File: src/logic/mips_defs.svh
`ifndef MIPS_DEFS_SVH
`define MIPS_DEFS_SVH

// data path width, one machine word
`define MIPS_XLEN 32

// architectural register count
`define MIPS_NREG 32

// first fetch after reset, kseg1 boot rom
`define MIPS_RESET_VECTOR 32'hBFC00000

// $v0, exported to the environment
`define MIPS_REG_V0 2

`endif
File: src/logic/mips_pkg.sv
package mips_pkg;

  // primary opcodes, instr[31:26]
  typedef enum logic [5:0] {
    op_special = 6'h00, // r-type, decode on funct
    op_j       = 6'h02,
    op_jal     = 6'h03,
    op_beq     = 6'h04,
    op_bne     = 6'h05,
    op_addiu   = 6'h09,
    op_slti    = 6'h0a,
    op_andi    = 6'h0c,
    op_ori     = 6'h0d,
    op_xori    = 6'h0e,
    op_lui     = 6'h0f,
    op_lb      = 6'h20,
    op_lw      = 6'h23,
    op_lbu     = 6'h24,
    op_sw      = 6'h2b
  } opcode_t;

  // special functions, instr[5:0]
  typedef enum logic [5:0] {
    fn_sll  = 6'h00,
    fn_srl  = 6'h02,
    fn_jr   = 6'h08,
    fn_addu = 6'h21,
    fn_subu = 6'h23,
    fn_and  = 6'h24,
    fn_or   = 6'h25,
    fn_xor  = 6'h26,
    fn_slt  = 6'h2a,
    fn_sltu = 6'h2b
  } funct_t;

  typedef enum logic [3:0] {
    alu_add, alu_sub, alu_and, alu_or, alu_xor, alu_nor,
    alu_slt, alu_sltu, alu_sll, alu_srl, alu_lui
  } alu_op_t;

  typedef enum logic [1:0] {
    load_word, load_byte_signed, load_byte_unsigned
  } load_kind_t;

  // next pc source
  typedef enum logic [1:0] {
    pc_seq, pc_branch, pc_jump, pc_jump_reg
  } pc_sel_t;

endpackage

File: src/logic/mips_cpu_harvard.sv
`timescale 1ns/1ps
`include "mips_defs.svh"

module mips_cpu_harvard (
  input  logic                  clk,
  input  logic                  reset,
  output logic                  active,
  output logic [`MIPS_XLEN-1:0] register_v0,
  input  logic                  clk_enable,
  output logic [`MIPS_XLEN-1:0] instr_address,
  input  logic [`MIPS_XLEN-1:0] instr_readdata,
  output logic [`MIPS_XLEN-1:0] data_address,
  output logic                  data_write,
  output logic                  data_read,
  output logic [`MIPS_XLEN-1:0] data_writedata,
  input  logic [`MIPS_XLEN-1:0] data_readdata
);
  import mips_pkg::*;

  logic       reg_write, reg_dst_rd, link, mem_to_reg;
  logic       mem_read, mem_write, alu_src_imm, imm_zero_ext, zero;
  alu_op_t    alu_op;
  load_kind_t load_kind;
  pc_sel_t    pc_sel;
  logic       halt_now; // this cycle sends the pc to 0
  logic       halted;   // sticky once pc reached 0

  controller controller_i (
    .op           (opcode_t'(instr_readdata[31:26])),
    .funct        (funct_t'(instr_readdata[5:0])),
    .rt           (instr_readdata[20:16]),
    .zero         (zero),
    .reg_write    (reg_write),
    .reg_dst_rd   (reg_dst_rd),
    .link         (link),
    .mem_to_reg   (mem_to_reg),
    .mem_read     (mem_read),
    .mem_write    (mem_write),
    .alu_src_imm  (alu_src_imm),
    .imm_zero_ext (imm_zero_ext),
    .alu_op       (alu_op),
    .load_kind    (load_kind),
    .pc_sel       (pc_sel)
  );

  datapath datapath_i (
    .clk            (clk),
    .reset          (reset),
    .enable         (clk_enable),
    .reg_write      (reg_write & clk_enable), // stall blocks the write
    .reg_dst_rd     (reg_dst_rd),
    .link           (link),
    .mem_to_reg     (mem_to_reg),
    .alu_src_imm    (alu_src_imm),
    .imm_zero_ext   (imm_zero_ext),
    .alu_op         (alu_op),
    .load_kind      (load_kind),
    .pc_sel         (pc_sel),
    .zero           (zero),
    .instr_address  (instr_address),
    .instr          (instr_readdata),
    .data_readdata  (data_readdata),
    .data_address   (data_address),
    .data_writedata (data_writedata),
    .register_v0    (register_v0)
  );

  // memory strobes quiet in reset, stores only on enabled cycles
  assign data_write = mem_write & clk_enable & ~reset;
  assign data_read  = mem_read & ~reset;

  // jr puts rs on the alu output, so a zero target shows on data_address
  assign halt_now = (pc_sel == pc_jump_reg) && (data_address == '0);

  always_ff @(posedge clk) begin
    if (reset) begin
      halted <= 1'b0;
      active <= 1'b1;
    end else begin
      if (clk_enable && halt_now) halted <= 1'b1;
      // stalled cycles read as inactive
      active <= clk_enable && !halted && !halt_now;
    end
  end

  a_v0_stall: assert property (@(posedge clk) disable iff (reset)
                               !clk_enable |=> $stable(register_v0))
    else $error("mips_cpu_harvard: register write during stall");

endmodule

File: src/logic/datapath.sv
`timescale 1ns/1ps
`include "mips_defs.svh"

module datapath (
  input  logic                  clk,
  input  logic                  reset,
  input  logic                  enable,
  input  logic                  reg_write,
  input  logic                  reg_dst_rd,
  input  logic                  link,
  input  logic                  mem_to_reg,
  input  logic                  alu_src_imm,
  input  logic                  imm_zero_ext,
  input  mips_pkg::alu_op_t     alu_op,
  input  mips_pkg::load_kind_t  load_kind,
  input  mips_pkg::pc_sel_t     pc_sel,
  output logic                  zero,
  output logic [`MIPS_XLEN-1:0] instr_address,
  input  logic [`MIPS_XLEN-1:0] instr,
  input  logic [`MIPS_XLEN-1:0] data_readdata,
  output logic [`MIPS_XLEN-1:0] data_address,
  output logic [`MIPS_XLEN-1:0] data_writedata,
  output logic [`MIPS_XLEN-1:0] register_v0
);
  import mips_pkg::*;

  localparam int aw = $clog2(`MIPS_NREG);
  localparam logic [aw-1:0] link_idx = aw'(`MIPS_NREG - 1); // $ra

  logic [`MIPS_XLEN-1:0] pc;
  logic [`MIPS_XLEN-1:0] pc_plus4;
  logic [`MIPS_XLEN-1:0] next_pc;
  logic [aw-1:0]         rs;
  logic [aw-1:0]         rt;
  logic [aw-1:0]         rd;
  logic [4:0]            shamt;
  logic [15:0]           imm;
  logic [25:0]           target;
  logic [`MIPS_XLEN-1:0] imm_ext;
  logic [aw-1:0]         wa;
  logic [`MIPS_XLEN-1:0] wd;
  logic [`MIPS_XLEN-1:0] rs_val;
  logic [`MIPS_XLEN-1:0] rt_val;
  logic [`MIPS_XLEN-1:0] alu_b;
  logic [`MIPS_XLEN-1:0] alu_result;
  logic [7:0]            load_byte;
  logic [`MIPS_XLEN-1:0] load_value;

  // instruction fields
  assign rs     = instr[25:21];
  assign rt     = instr[20:16];
  assign rd     = instr[15:11];
  assign shamt  = instr[10:6];
  assign imm    = instr[15:0];
  assign target = instr[25:0];

  assign imm_ext = imm_zero_ext ? {{(`MIPS_XLEN-16){1'b0}}, imm}
                                : {{(`MIPS_XLEN-16){imm[15]}}, imm};

  always_ff @(posedge clk) begin
    if (reset) pc <= `MIPS_RESET_VECTOR;
    else if (enable) pc <= next_pc; // hold while stalled
  end

  assign instr_address = pc;
  assign pc_plus4      = pc + 32'd4;

  // no delay slot so a redirect takes effect next cycle
  always_comb begin
    case (pc_sel)
      pc_branch:   next_pc = pc_plus4 + {imm_ext[`MIPS_XLEN-3:0], 2'b00};
      pc_jump:     next_pc = {pc_plus4[31:28], target, 2'b00};
      pc_jump_reg: next_pc = rs_val;
      default:     next_pc = pc_plus4;
    endcase
  end

  // destination is $ra for jal and otherwise rd or rt
  assign wa = link ? link_idx : (reg_dst_rd ? rd : rt);

  reg_file reg_file_i (
    .clk   (clk),
    .reset (reset),
    .we    (reg_write),
    .ra1   (rs),
    .ra2   (rt),
    .wa    (wa),
    .wd    (wd),
    .rd1   (rs_val),
    .rd2   (rt_val),
    .v0    (register_v0)
  );

  assign alu_b = alu_src_imm ? imm_ext : rt_val;

  alu alu_i (
    .op     (alu_op),
    .a      (rs_val),
    .b      (alu_b),
    .shamt  (shamt),
    .result (alu_result),
    .zero   (zero)
  );

  assign data_address   = alu_result; // effective address
  assign data_writedata = rt_val;     // sw source

  // big-endian byte lanes with offset 0 as the top byte
  always_comb begin
    case (data_address[1:0])
      2'd0:    load_byte = data_readdata[31:24];
      2'd1:    load_byte = data_readdata[23:16];
      2'd2:    load_byte = data_readdata[15:8];
      default: load_byte = data_readdata[7:0];
    endcase
    case (load_kind)
      load_byte_signed:   load_value = {{(`MIPS_XLEN-8){load_byte[7]}}, load_byte};
      load_byte_unsigned: load_value = {{(`MIPS_XLEN-8){1'b0}}, load_byte};
      default:            load_value = data_readdata; // lw
    endcase
  end

  // write-back select
  assign wd = link ? pc_plus4 : (mem_to_reg ? load_value : alu_result);

endmodule

File: src/logic/controller.sv
`timescale 1ns/1ps

module controller (
  input  mips_pkg::opcode_t    op,
  input  mips_pkg::funct_t     funct,
  input  logic [4:0]           rt,
  input  logic                 zero,
  output logic                 reg_write,
  output logic                 reg_dst_rd,
  output logic                 link,
  output logic                 mem_to_reg,
  output logic                 mem_read,
  output logic                 mem_write,
  output logic                 alu_src_imm,
  output logic                 imm_zero_ext,
  output mips_pkg::alu_op_t    alu_op,
  output mips_pkg::load_kind_t load_kind,
  output mips_pkg::pc_sel_t    pc_sel
);
  import mips_pkg::*;

  pc_sel_t pc_sel_dec; // before branch resolution
  logic    branch_ne;  // bne sense, taken on !zero
  logic    rt_live;    // i-type target is not $zero
  logic    take;

  assign rt_live = (rt != 5'd0);

  always_comb begin
    // defaults decode to a no-op
    reg_write    = 1'b0;
    reg_dst_rd   = 1'b0;
    link         = 1'b0;
    mem_to_reg   = 1'b0;
    mem_read     = 1'b0;
    mem_write    = 1'b0;
    alu_src_imm  = 1'b0;
    imm_zero_ext = 1'b0;
    alu_op       = alu_add;
    load_kind    = load_word;
    pc_sel_dec   = pc_seq;
    branch_ne    = 1'b0;
    case (op)
      op_special: begin
        reg_dst_rd = 1'b1; // rd is the target
        reg_write  = 1'b1;
        case (funct)
          fn_sll:  alu_op = alu_sll;
          fn_srl:  alu_op = alu_srl;
          fn_addu: alu_op = alu_add;
          fn_subu: alu_op = alu_sub;
          fn_and:  alu_op = alu_and;
          fn_or:   alu_op = alu_or;
          fn_xor:  alu_op = alu_xor;
          fn_slt:  alu_op = alu_slt;
          fn_sltu: alu_op = alu_sltu;
          fn_jr: begin
            reg_write  = 1'b0;
            pc_sel_dec = pc_jump_reg;
            alu_op     = alu_add; // rs + $zero shows the target on the alu
          end
          default: reg_write = 1'b0; // unknown funct, nop
        endcase
      end
      op_j: pc_sel_dec = pc_jump;
      op_jal: begin
        pc_sel_dec = pc_jump;
        link       = 1'b1; // $ra gets pc+4
        reg_write  = 1'b1;
      end
      op_beq: begin
        alu_op     = alu_sub; // zero flags equality
        pc_sel_dec = pc_branch;
      end
      op_bne: begin
        alu_op     = alu_sub;
        pc_sel_dec = pc_branch;
        branch_ne  = 1'b1;
      end
      op_addiu, op_slti, op_andi, op_ori, op_xori, op_lui: begin
        alu_src_imm = 1'b1;
        reg_write   = rt_live; // writes to $zero dropped here
        case (op)
          op_slti: alu_op = alu_slt;
          op_andi: alu_op = alu_and;
          op_ori:  alu_op = alu_or;
          op_xori: alu_op = alu_xor;
          op_lui:  alu_op = alu_lui;
          default: alu_op = alu_add;
        endcase
        // logical immediates are zero extended
        imm_zero_ext = (op == op_andi) || (op == op_ori) || (op == op_xori);
      end
      op_lw, op_lb, op_lbu: begin
        alu_src_imm = 1'b1; // base + offset
        mem_read    = 1'b1;
        mem_to_reg  = 1'b1;
        reg_write   = rt_live;
        if (op == op_lb) load_kind = load_byte_signed;
        else if (op == op_lbu) load_kind = load_byte_unsigned;
      end
      op_sw: begin
        alu_src_imm = 1'b1;
        mem_write   = 1'b1;
      end
      default: ; // unknown opcode, nop
    endcase
  end

  // branch resolution kept apart from decode
  assign take   = zero ^ branch_ne;
  assign pc_sel = (pc_sel_dec == pc_branch && !take) ? pc_seq : pc_sel_dec;

  always_comb begin
    assert (!(mem_read && mem_write))
      else $error("controller: load and store decoded together");
  end

endmodule

File: src/logic/reg_file.sv
`timescale 1ns/1ps
`include "mips_defs.svh"

module reg_file (
  input  logic                  clk,
  input  logic                  reset,
  input  logic                  we,
  input  logic [4:0]            ra1,
  input  logic [4:0]            ra2,
  input  logic [4:0]            wa,
  input  logic [`MIPS_XLEN-1:0] wd,
  output logic [`MIPS_XLEN-1:0] rd1,
  output logic [`MIPS_XLEN-1:0] rd2,
  output logic [`MIPS_XLEN-1:0] v0
);

  logic [`MIPS_XLEN-1:0] regs [`MIPS_NREG];

  always_ff @(posedge clk) begin
    if (reset) begin
      for (int i = 0; i < `MIPS_NREG; i++) regs[i] <= '0;
    end else if (we && wa != 5'd0) begin // $zero never stored
      regs[wa] <= wd;
    end
  end

  // async reads, $zero forced
  assign rd1 = (ra1 == 5'd0) ? '0 : regs[ra1];
  assign rd2 = (ra2 == 5'd0) ? '0 : regs[ra2];
  assign v0  = regs[`MIPS_REG_V0];

  a_zero_storage: assert property (@(posedge clk) disable iff (reset) regs[0] == '0)
    else $error("reg_file: register 0 storage written");

endmodule

File: src/logic/alu.sv
`timescale 1ns/1ps
`include "mips_defs.svh"

module alu (
  input  mips_pkg::alu_op_t      op,
  input  logic [`MIPS_XLEN-1:0] a,
  input  logic [`MIPS_XLEN-1:0] b,
  input  logic [4:0]            shamt,
  output logic [`MIPS_XLEN-1:0] result,
  output logic                  zero
);
  import mips_pkg::*;

  logic signed [`MIPS_XLEN-1:0] a_s;
  logic signed [`MIPS_XLEN-1:0] b_s;
  logic [`MIPS_XLEN-1:0]        diff;

  assign a_s  = a;
  assign b_s  = b;
  assign diff = a - b; // shared by sub and beq/bne

  always_comb begin
    case (op)
      alu_add:  result = a + b;
      alu_sub:  result = diff;
      alu_and:  result = a & b;
      alu_or:   result = a | b;
      alu_xor:  result = a ^ b;
      alu_nor:  result = ~(a | b);
      alu_slt: begin
        result = '0;
        result[0] = (a_s < b_s); // signed compare
      end
      alu_sltu: begin
        result = '0;
        result[0] = (a < b);
      end
      // shifts act on the rt operand
      alu_sll:  result = b << shamt;
      alu_srl:  result = b >> shamt; // logical, zero fill
      alu_lui:  result = b << 16;    // immediate to upper half
      default:  result = '0;
    endcase
  end

  assign zero = (result == '0);

endmodule

File: config.mk
export PLATFORM = sky130hd
export DESIGN_NAME = mips_cpu_harvard
export DESIGN_NICKNAME = d
export VERILOG_FILES = /design/src/logic/mips_pkg.sv /design/src/logic/mips_cpu_harvard.sv /design/src/logic/datapath.sv /design/src/logic/controller.sv /design/src/logic/reg_file.sv /design/src/logic/alu.sv
export VERILOG_INCLUDE_DIRS = /design/src /design/src/logic
export SDC_FILE = /design/constraint.sdc
export NUM_CORES = 2
export LEC_CHECK = 0
export BUFFER_PORTS_ARGS = -buffer_cell sky130_fd_sc_hd__buf_2
export CAP_MARGIN = 40
export CORE_ASPECT_RATIO = 1.4
export CORE_MARGIN = 1.5
export CORE_UTILIZATION = 40
export CTS_CLUSTER_DIAMETER = 30
export DETAILED_ROUTE_END_ITERATION = 12
export PLACE_DENSITY_LB_ADDON = 0.1
export SLEW_MARGIN = 15
export SYNTH_ARGS = -nofsm -noshare
export SYNTH_HDL_FRONTEND = slang
export SYNTH_SLANG_ARGS = --single-unit
File: constraint.sdc
create_clock -name clk -period 12 [get_ports clk]
set_clock_uncertainty 0.15 [all_clocks]
set_input_delay 1.8 -clock clk [delete_from_list [all_inputs] [get_ports clk]]
set_output_delay 1.8 -clock clk [all_outputs]
set_load 0.02 [all_outputs]
==> flow_results.xml <==
<?xml version="1.0" encoding="UTF-8"?>
<metrics>
  <group name="worst_hold_path">
    <metric name="timing.hold.worst.class" unit="">register to register</metric>
  </group>
  <group name="routing">
    <metric name="totalWireLength" unit="µm">356100</metric>
    <metric name="vias" unit="">57663</metric>
    <metric name="drc_errors" unit="">0</metric>
    <metric name="number_of_drc_violations_after_detailed_routing_iteration_0" unit="">7918</metric>
    <metric name="detail-route-antenna-nets" unit="">0</metric>
    <metric name="firstDrtPassIters" unit="">6</metric>
    <metric name="detail_route.vias_per_cell" unit="">6.745</metric>
    <metric name="wl_per_cell" unit="µm">41.65</metric>
  </group>
  <group name="global_route">
    <metric name="grt-busiest-layer" unit="">met2</metric>
    <metric name="grtUsageMet3" unit="%">11.51</metric>
    <metric name="global_route.overflow_total" unit="">0</metric>
    <metric name="number_of_antenna_violations_at_the_first_check_in_global_routing" unit="">26</metric>
    <metric name="grt_start_max_net_pins" unit="">75</metric>
    <metric name="grt_pass1_wl" unit="µm">482900</metric>
    <metric name="global_route.usage.met2" unit="%">65.65</metric>
    <metric name="grt.total_usage" unit="%">41.77</metric>
    <metric name="grt_pass1_vias" unit="">57033</metric>
    <metric name="met1_usage" unit="%">46.80</metric>
  </group>
  <group name="yosys">
    <metric name="synthesized_cell_area" unit="mm²">0.06719</metric>
    <metric name="synth_warnings" unit="">0</metric>
    <metric name="yosys.area.top_type" unit="">edfxtp_1</metric>
    <metric name="post_synthesis_simple_gate_area_fraction" unit="%">12.66</metric>
    <metric name="ys_async_sr_fraction" unit="%">0</metric>
    <metric name="synth_compound_area_share" unit="%">11.77</metric>
    <metric name="synth_sequential_area_ratio" unit="%">46.78</metric>
    <metric name="synth_top_family_by_area" unit="">multiplexers</metric>
    <metric name="synth-seq-cells" unit="">1058</metric>
    <metric name="post_synth_mux_area_share" unit="%">21.13</metric>
    <metric name="post_synth.cell_area_avg" unit="µm²">11.59</metric>
    <metric name="ys_top_cells_by_area" unit="">edfxtp_1 (46%), mux4_2 (17%), nor2_1 (7.1%)</metric>
    <metric name="postSynth.topFlopCell" unit="">edfxtp_1</metric>
    <metric name="distinct_cells_synth" unit="">109</metric>
    <metric name="synth_fa_ha_area_share" unit="%">2.436</metric>
    <metric name="synth_enable_flop_cells" unit="">1024</metric>
    <metric name="synth_top_cell_area_share" unit="%">45.77</metric>
    <metric name="postSynthCellCount" unit="">5799</metric>
    <metric name="synth-xor-area-share" unit="%">0.9125</metric>
  </group>
  <group name="worst_setup_path">
    <metric name="required" unit="ns">10.05</metric>
    <metric name="startpoint_type" unit="">input port</metric>
    <metric name="endpoint_kind" unit="">output port</metric>
    <metric name="criticalPathCategory" unit="">input port to output port</metric>
    <metric name="timing.critical_path.fanout_max" unit="">49</metric>
    <metric name="critical_path_arrival" unit="ns">9.36</metric>
  </group>
  <group name="clock_network">
    <metric name="cts-buffers-inserted" unit="">208</metric>
    <metric name="cts_resized" unit="">0</metric>
    <metric name="cts.htree.levels" unit="">4</metric>
    <metric name="worst_skew_late_latency" unit="ns">0.85</metric>
    <metric name="worst_path_clk_slew" unit="ns">0.05</metric>
    <metric name="cts_sinks" unit="">1058</metric>
    <metric name="cts.repair_timing.setup_buffer_count" unit="">0</metric>
    <metric name="cts_tree" unit="">built</metric>
    <metric name="cts_root_buffer" unit="">clkbuf_16</metric>
    <metric name="cts-root-to-sink-buffers" unit="">3</metric>
    <metric name="ctsHoldBuffers" unit="">0</metric>
  </group>
  <group name="job">
    <metric name="drv.max_cap_violation_count" unit="">0</metric>
  </group>
  <group name="timing">
    <metric name="finalHoldWorstSlack" unit="ns">0.3047</metric>
    <metric name="max_freq" unit="GHz">0.08843</metric>
    <metric name="maxSlewViolCount" unit="">0</metric>
    <metric name="final_critical_path_setup_slack" unit="ns">0.6912</metric>
    <metric name="post-route-min-period" unit="ns">11.31</metric>
    <metric name="worst_slew_pin_slew" unit="ns">1.216</metric>
    <metric name="slew_headroom" unit="%">18.93</metric>
    <metric name="rsz_0062_raised_after_global_routing" unit="">no</metric>
    <metric name="finalHoldViolations" unit="">0</metric>
    <metric name="min_period_over_period" unit="%">94.24</metric>
    <metric name="setup_violations" unit="">0</metric>
    <metric name="tns" unit="ns">0</metric>
  </group>
  <group name="floorplan">
    <metric name="overall_die_width" unit="µm">349.4</metric>
    <metric name="initial_core_util" unit="%">40.34</metric>
    <metric name="num_io_pins" unit="">198</metric>
    <metric name="floorplan.core_area" unit="mm²">0.1665</metric>
    <metric name="rows" unit="">177</metric>
    <metric name="floorplan.die.height" unit="µm">487.9</metric>
    <metric name="dieArea" unit="mm²">0.1705</metric>
  </group>
  <group name="place">
    <metric name="detailedPlace.worstSlack" unit="ns">1.162</metric>
    <metric name="place_congestion" unit="">1.061</metric>
    <metric name="io_buffers" unit="">197</metric>
    <metric name="dp_hpwl" unit="µm">245700</metric>
  </group>
  <group name="cells_and_area">
    <metric name="layout-drive-gt1-share" unit="%">26.92</metric>
    <metric name="nets" unit="">6314</metric>
    <metric name="finalCoreUtilization" unit="%">48.22</metric>
    <metric name="area.growth.synth_to_final" unit="%">19.53</metric>
  </group>
  <group name="power">
    <metric name="p_leak" unit="nW">29.93</metric>
    <metric name="ir_drop" unit="µV">151.6</metric>
    <metric name="power.density_cell_area" unit="mW/mm²">176.4</metric>
  </group>
  <group name="outcome">
    <metric name="outcome" unit="">complete, no violations</metric>
  </group>
</metrics>
-- routing by layer --
metal / routed length, µm / up-vias
met2: 164900 / 4002
met4: 35850 / 26
li1: - / 22990
met1: 120300 / 29391
met3: 34850 / 1254
met5: 191 / -
-- area by class of cell --
class                      instances  area, µm²
fill                           15307      86230
multi-input combinational       4082      33670
sequential                      1058      31430
clock buffer                     231       5291
timing repair buffer             622       4653
tap                             2237       2799
clock inverter                   158       1882
inverter                         146      548.0
antenna                           15      37.54
-- cell usage in the layout (no fill, tap or decap), types with 34 or more instances in the layout --
| master | Yosys | layout |
|---|---|---|
| a22oi_1 | 56 | 54 |
| o21ai_0 | 128 | 118 |
| a211oi_1 | 69 | 68 |
| nand2_1 | 303 | 241 |
| edfxtp_1 | 1024 | 1024 |
| nor2_1 | 1277 | 1270 |
| mux2i_1 | 216 | 216 |
| o221ai_1 | 51 | 51 |
| clkbuf_16 | 0 | 208 |
| nand3_1 | 86 | 86 |
| a21oi_1 | 207 | 179 |
| and3_1 | 35 | 35 |
| nand2_2 | 0 | 49 |
| xnor2_1 | 47 | 47 |
| mux4_2 | 520 | 520 |
| buf_4 | 9 | 371 |
| inv_1 | 137 | 137 |
| nor3_1 | 91 | 87 |
| o211ai_1 | 45 | 45 |
| buf_2 | 19 | 204 |
| a22o_1 | 48 | 48 |
| clkinv_1 | 4 | 42 |
| ha_1 | 126 | 126 |
| dfxtp_1 | 34 | 34 |
| o22ai_1 | 71 | 71 |
-- synth_stat cells, types with 20 or more instances --
| library cell | instances |
|---|---|
| a22oi_1 | 56 |
| a21o_1 | 31 |
| edfxtp_1 | 1024 |
| buf_1 | 46 |
| o21a_1 | 21 |
| nand3_1 | 86 |
| a22o_1 | 48 |
| a211oi_1 | 69 |
| and3_1 | 35 |
| o21ai_0 | 128 |
| buf_6 | 24 |
| inv_1 | 137 |
| xnor2_1 | 47 |
| or3_1 | 25 |
| a21oi_1 | 207 |
| nor2_1 | 1277 |
| xor2_1 | 23 |
| nand4_1 | 33 |
| o22ai_1 | 71 |
| nand2_1 | 303 |
| mux2i_1 | 216 |
| dfxtp_1 | 34 |
| and2_1 | 21 |
| a31oi_1 | 28 |
| nor3_1 | 91 |
| clkbuf_1 | 441 |
| a2111o_1 | 20 |
| mux4_2 | 520 |
| o211ai_1 | 45 |
| nand2b_1 | 25 |
| mux2_2 | 26 |
| o221ai_1 | 51 |
| nor2b_1 | 24 |
| ha_1 | 126 |
-- critical path, stage by stage --
cell,delay (ns)
buf_8,0.47
buf_12,0.33
buf_4,0.29
mux4_2,0.53
a211oi_1,0.56
a22o_1,0.64
o21a_1,0.82
ha_1,0.57
nor4_1,0.61
o21ai_0,0.15
o311ai_0,0.13
a31oi_1,0.38
nor3_1,0.52
o31ai_1,0.21
a31oi_1,0.65
nand4b_1,0.24
buf_4,0.24
buf_2,0.17
-- through the flow --
stage / instance area, µm² / cells / power [mW]
after floorplan: 67300 / 5830 / 6.236
after global placement: 72270 / 8071 / 8.061
after detailed placement: 72870 / 8125 / 8.113
after CTS: 80040 / 8514 / 13.99
after global routing: 80280 / 8536 / 14.44
final: 80310 / 8549 / 14.16
-- where the power goes --
| part | internal [mW] | total [mW] | switching (mW) |
|---|---|---|---|
| registers | 4.19 | 4.26 | 0.0746 |
| logic | 1.16 | 4.00 | 2.84 |
| clock network | 3.81 | 5.90 | 2.09 |
| total | 9.16 | 14.2 | 5.01 |
-- kinds of logic after synthesis --
kind of cell             count (synthesis)
AND/OR/NAND/NOR                       2009
flip-flops                            1058
multiplexers                           764
XOR/XNOR                                70
adder cells (fa/ha/maj)                129
other                                    1
buffers and inverters                  690
AO/OA/AOI/OAI                         1078
-- sequential cells by signal, summed over array words and instances (netlist names) --
signal and count:
halted 1, active 1, datapath_i.instr_address 32, datapath_i.reg_file_i.regs 1024
-- path summary, 6_finish.rpt --
kind	start	endpoint	slack, ns	depth (start not counted)
max	instr_readdata[16]	data_address[30]	0.69	18
min	halted	halted	0.30	2
max reg2reg	datapath_i.reg_file_i.regs[13][0]	datapath_i.instr_address[6]	3.14	26
min reg2reg	halted	halted	0.30	2
Power figures use the tool's default switching activity.
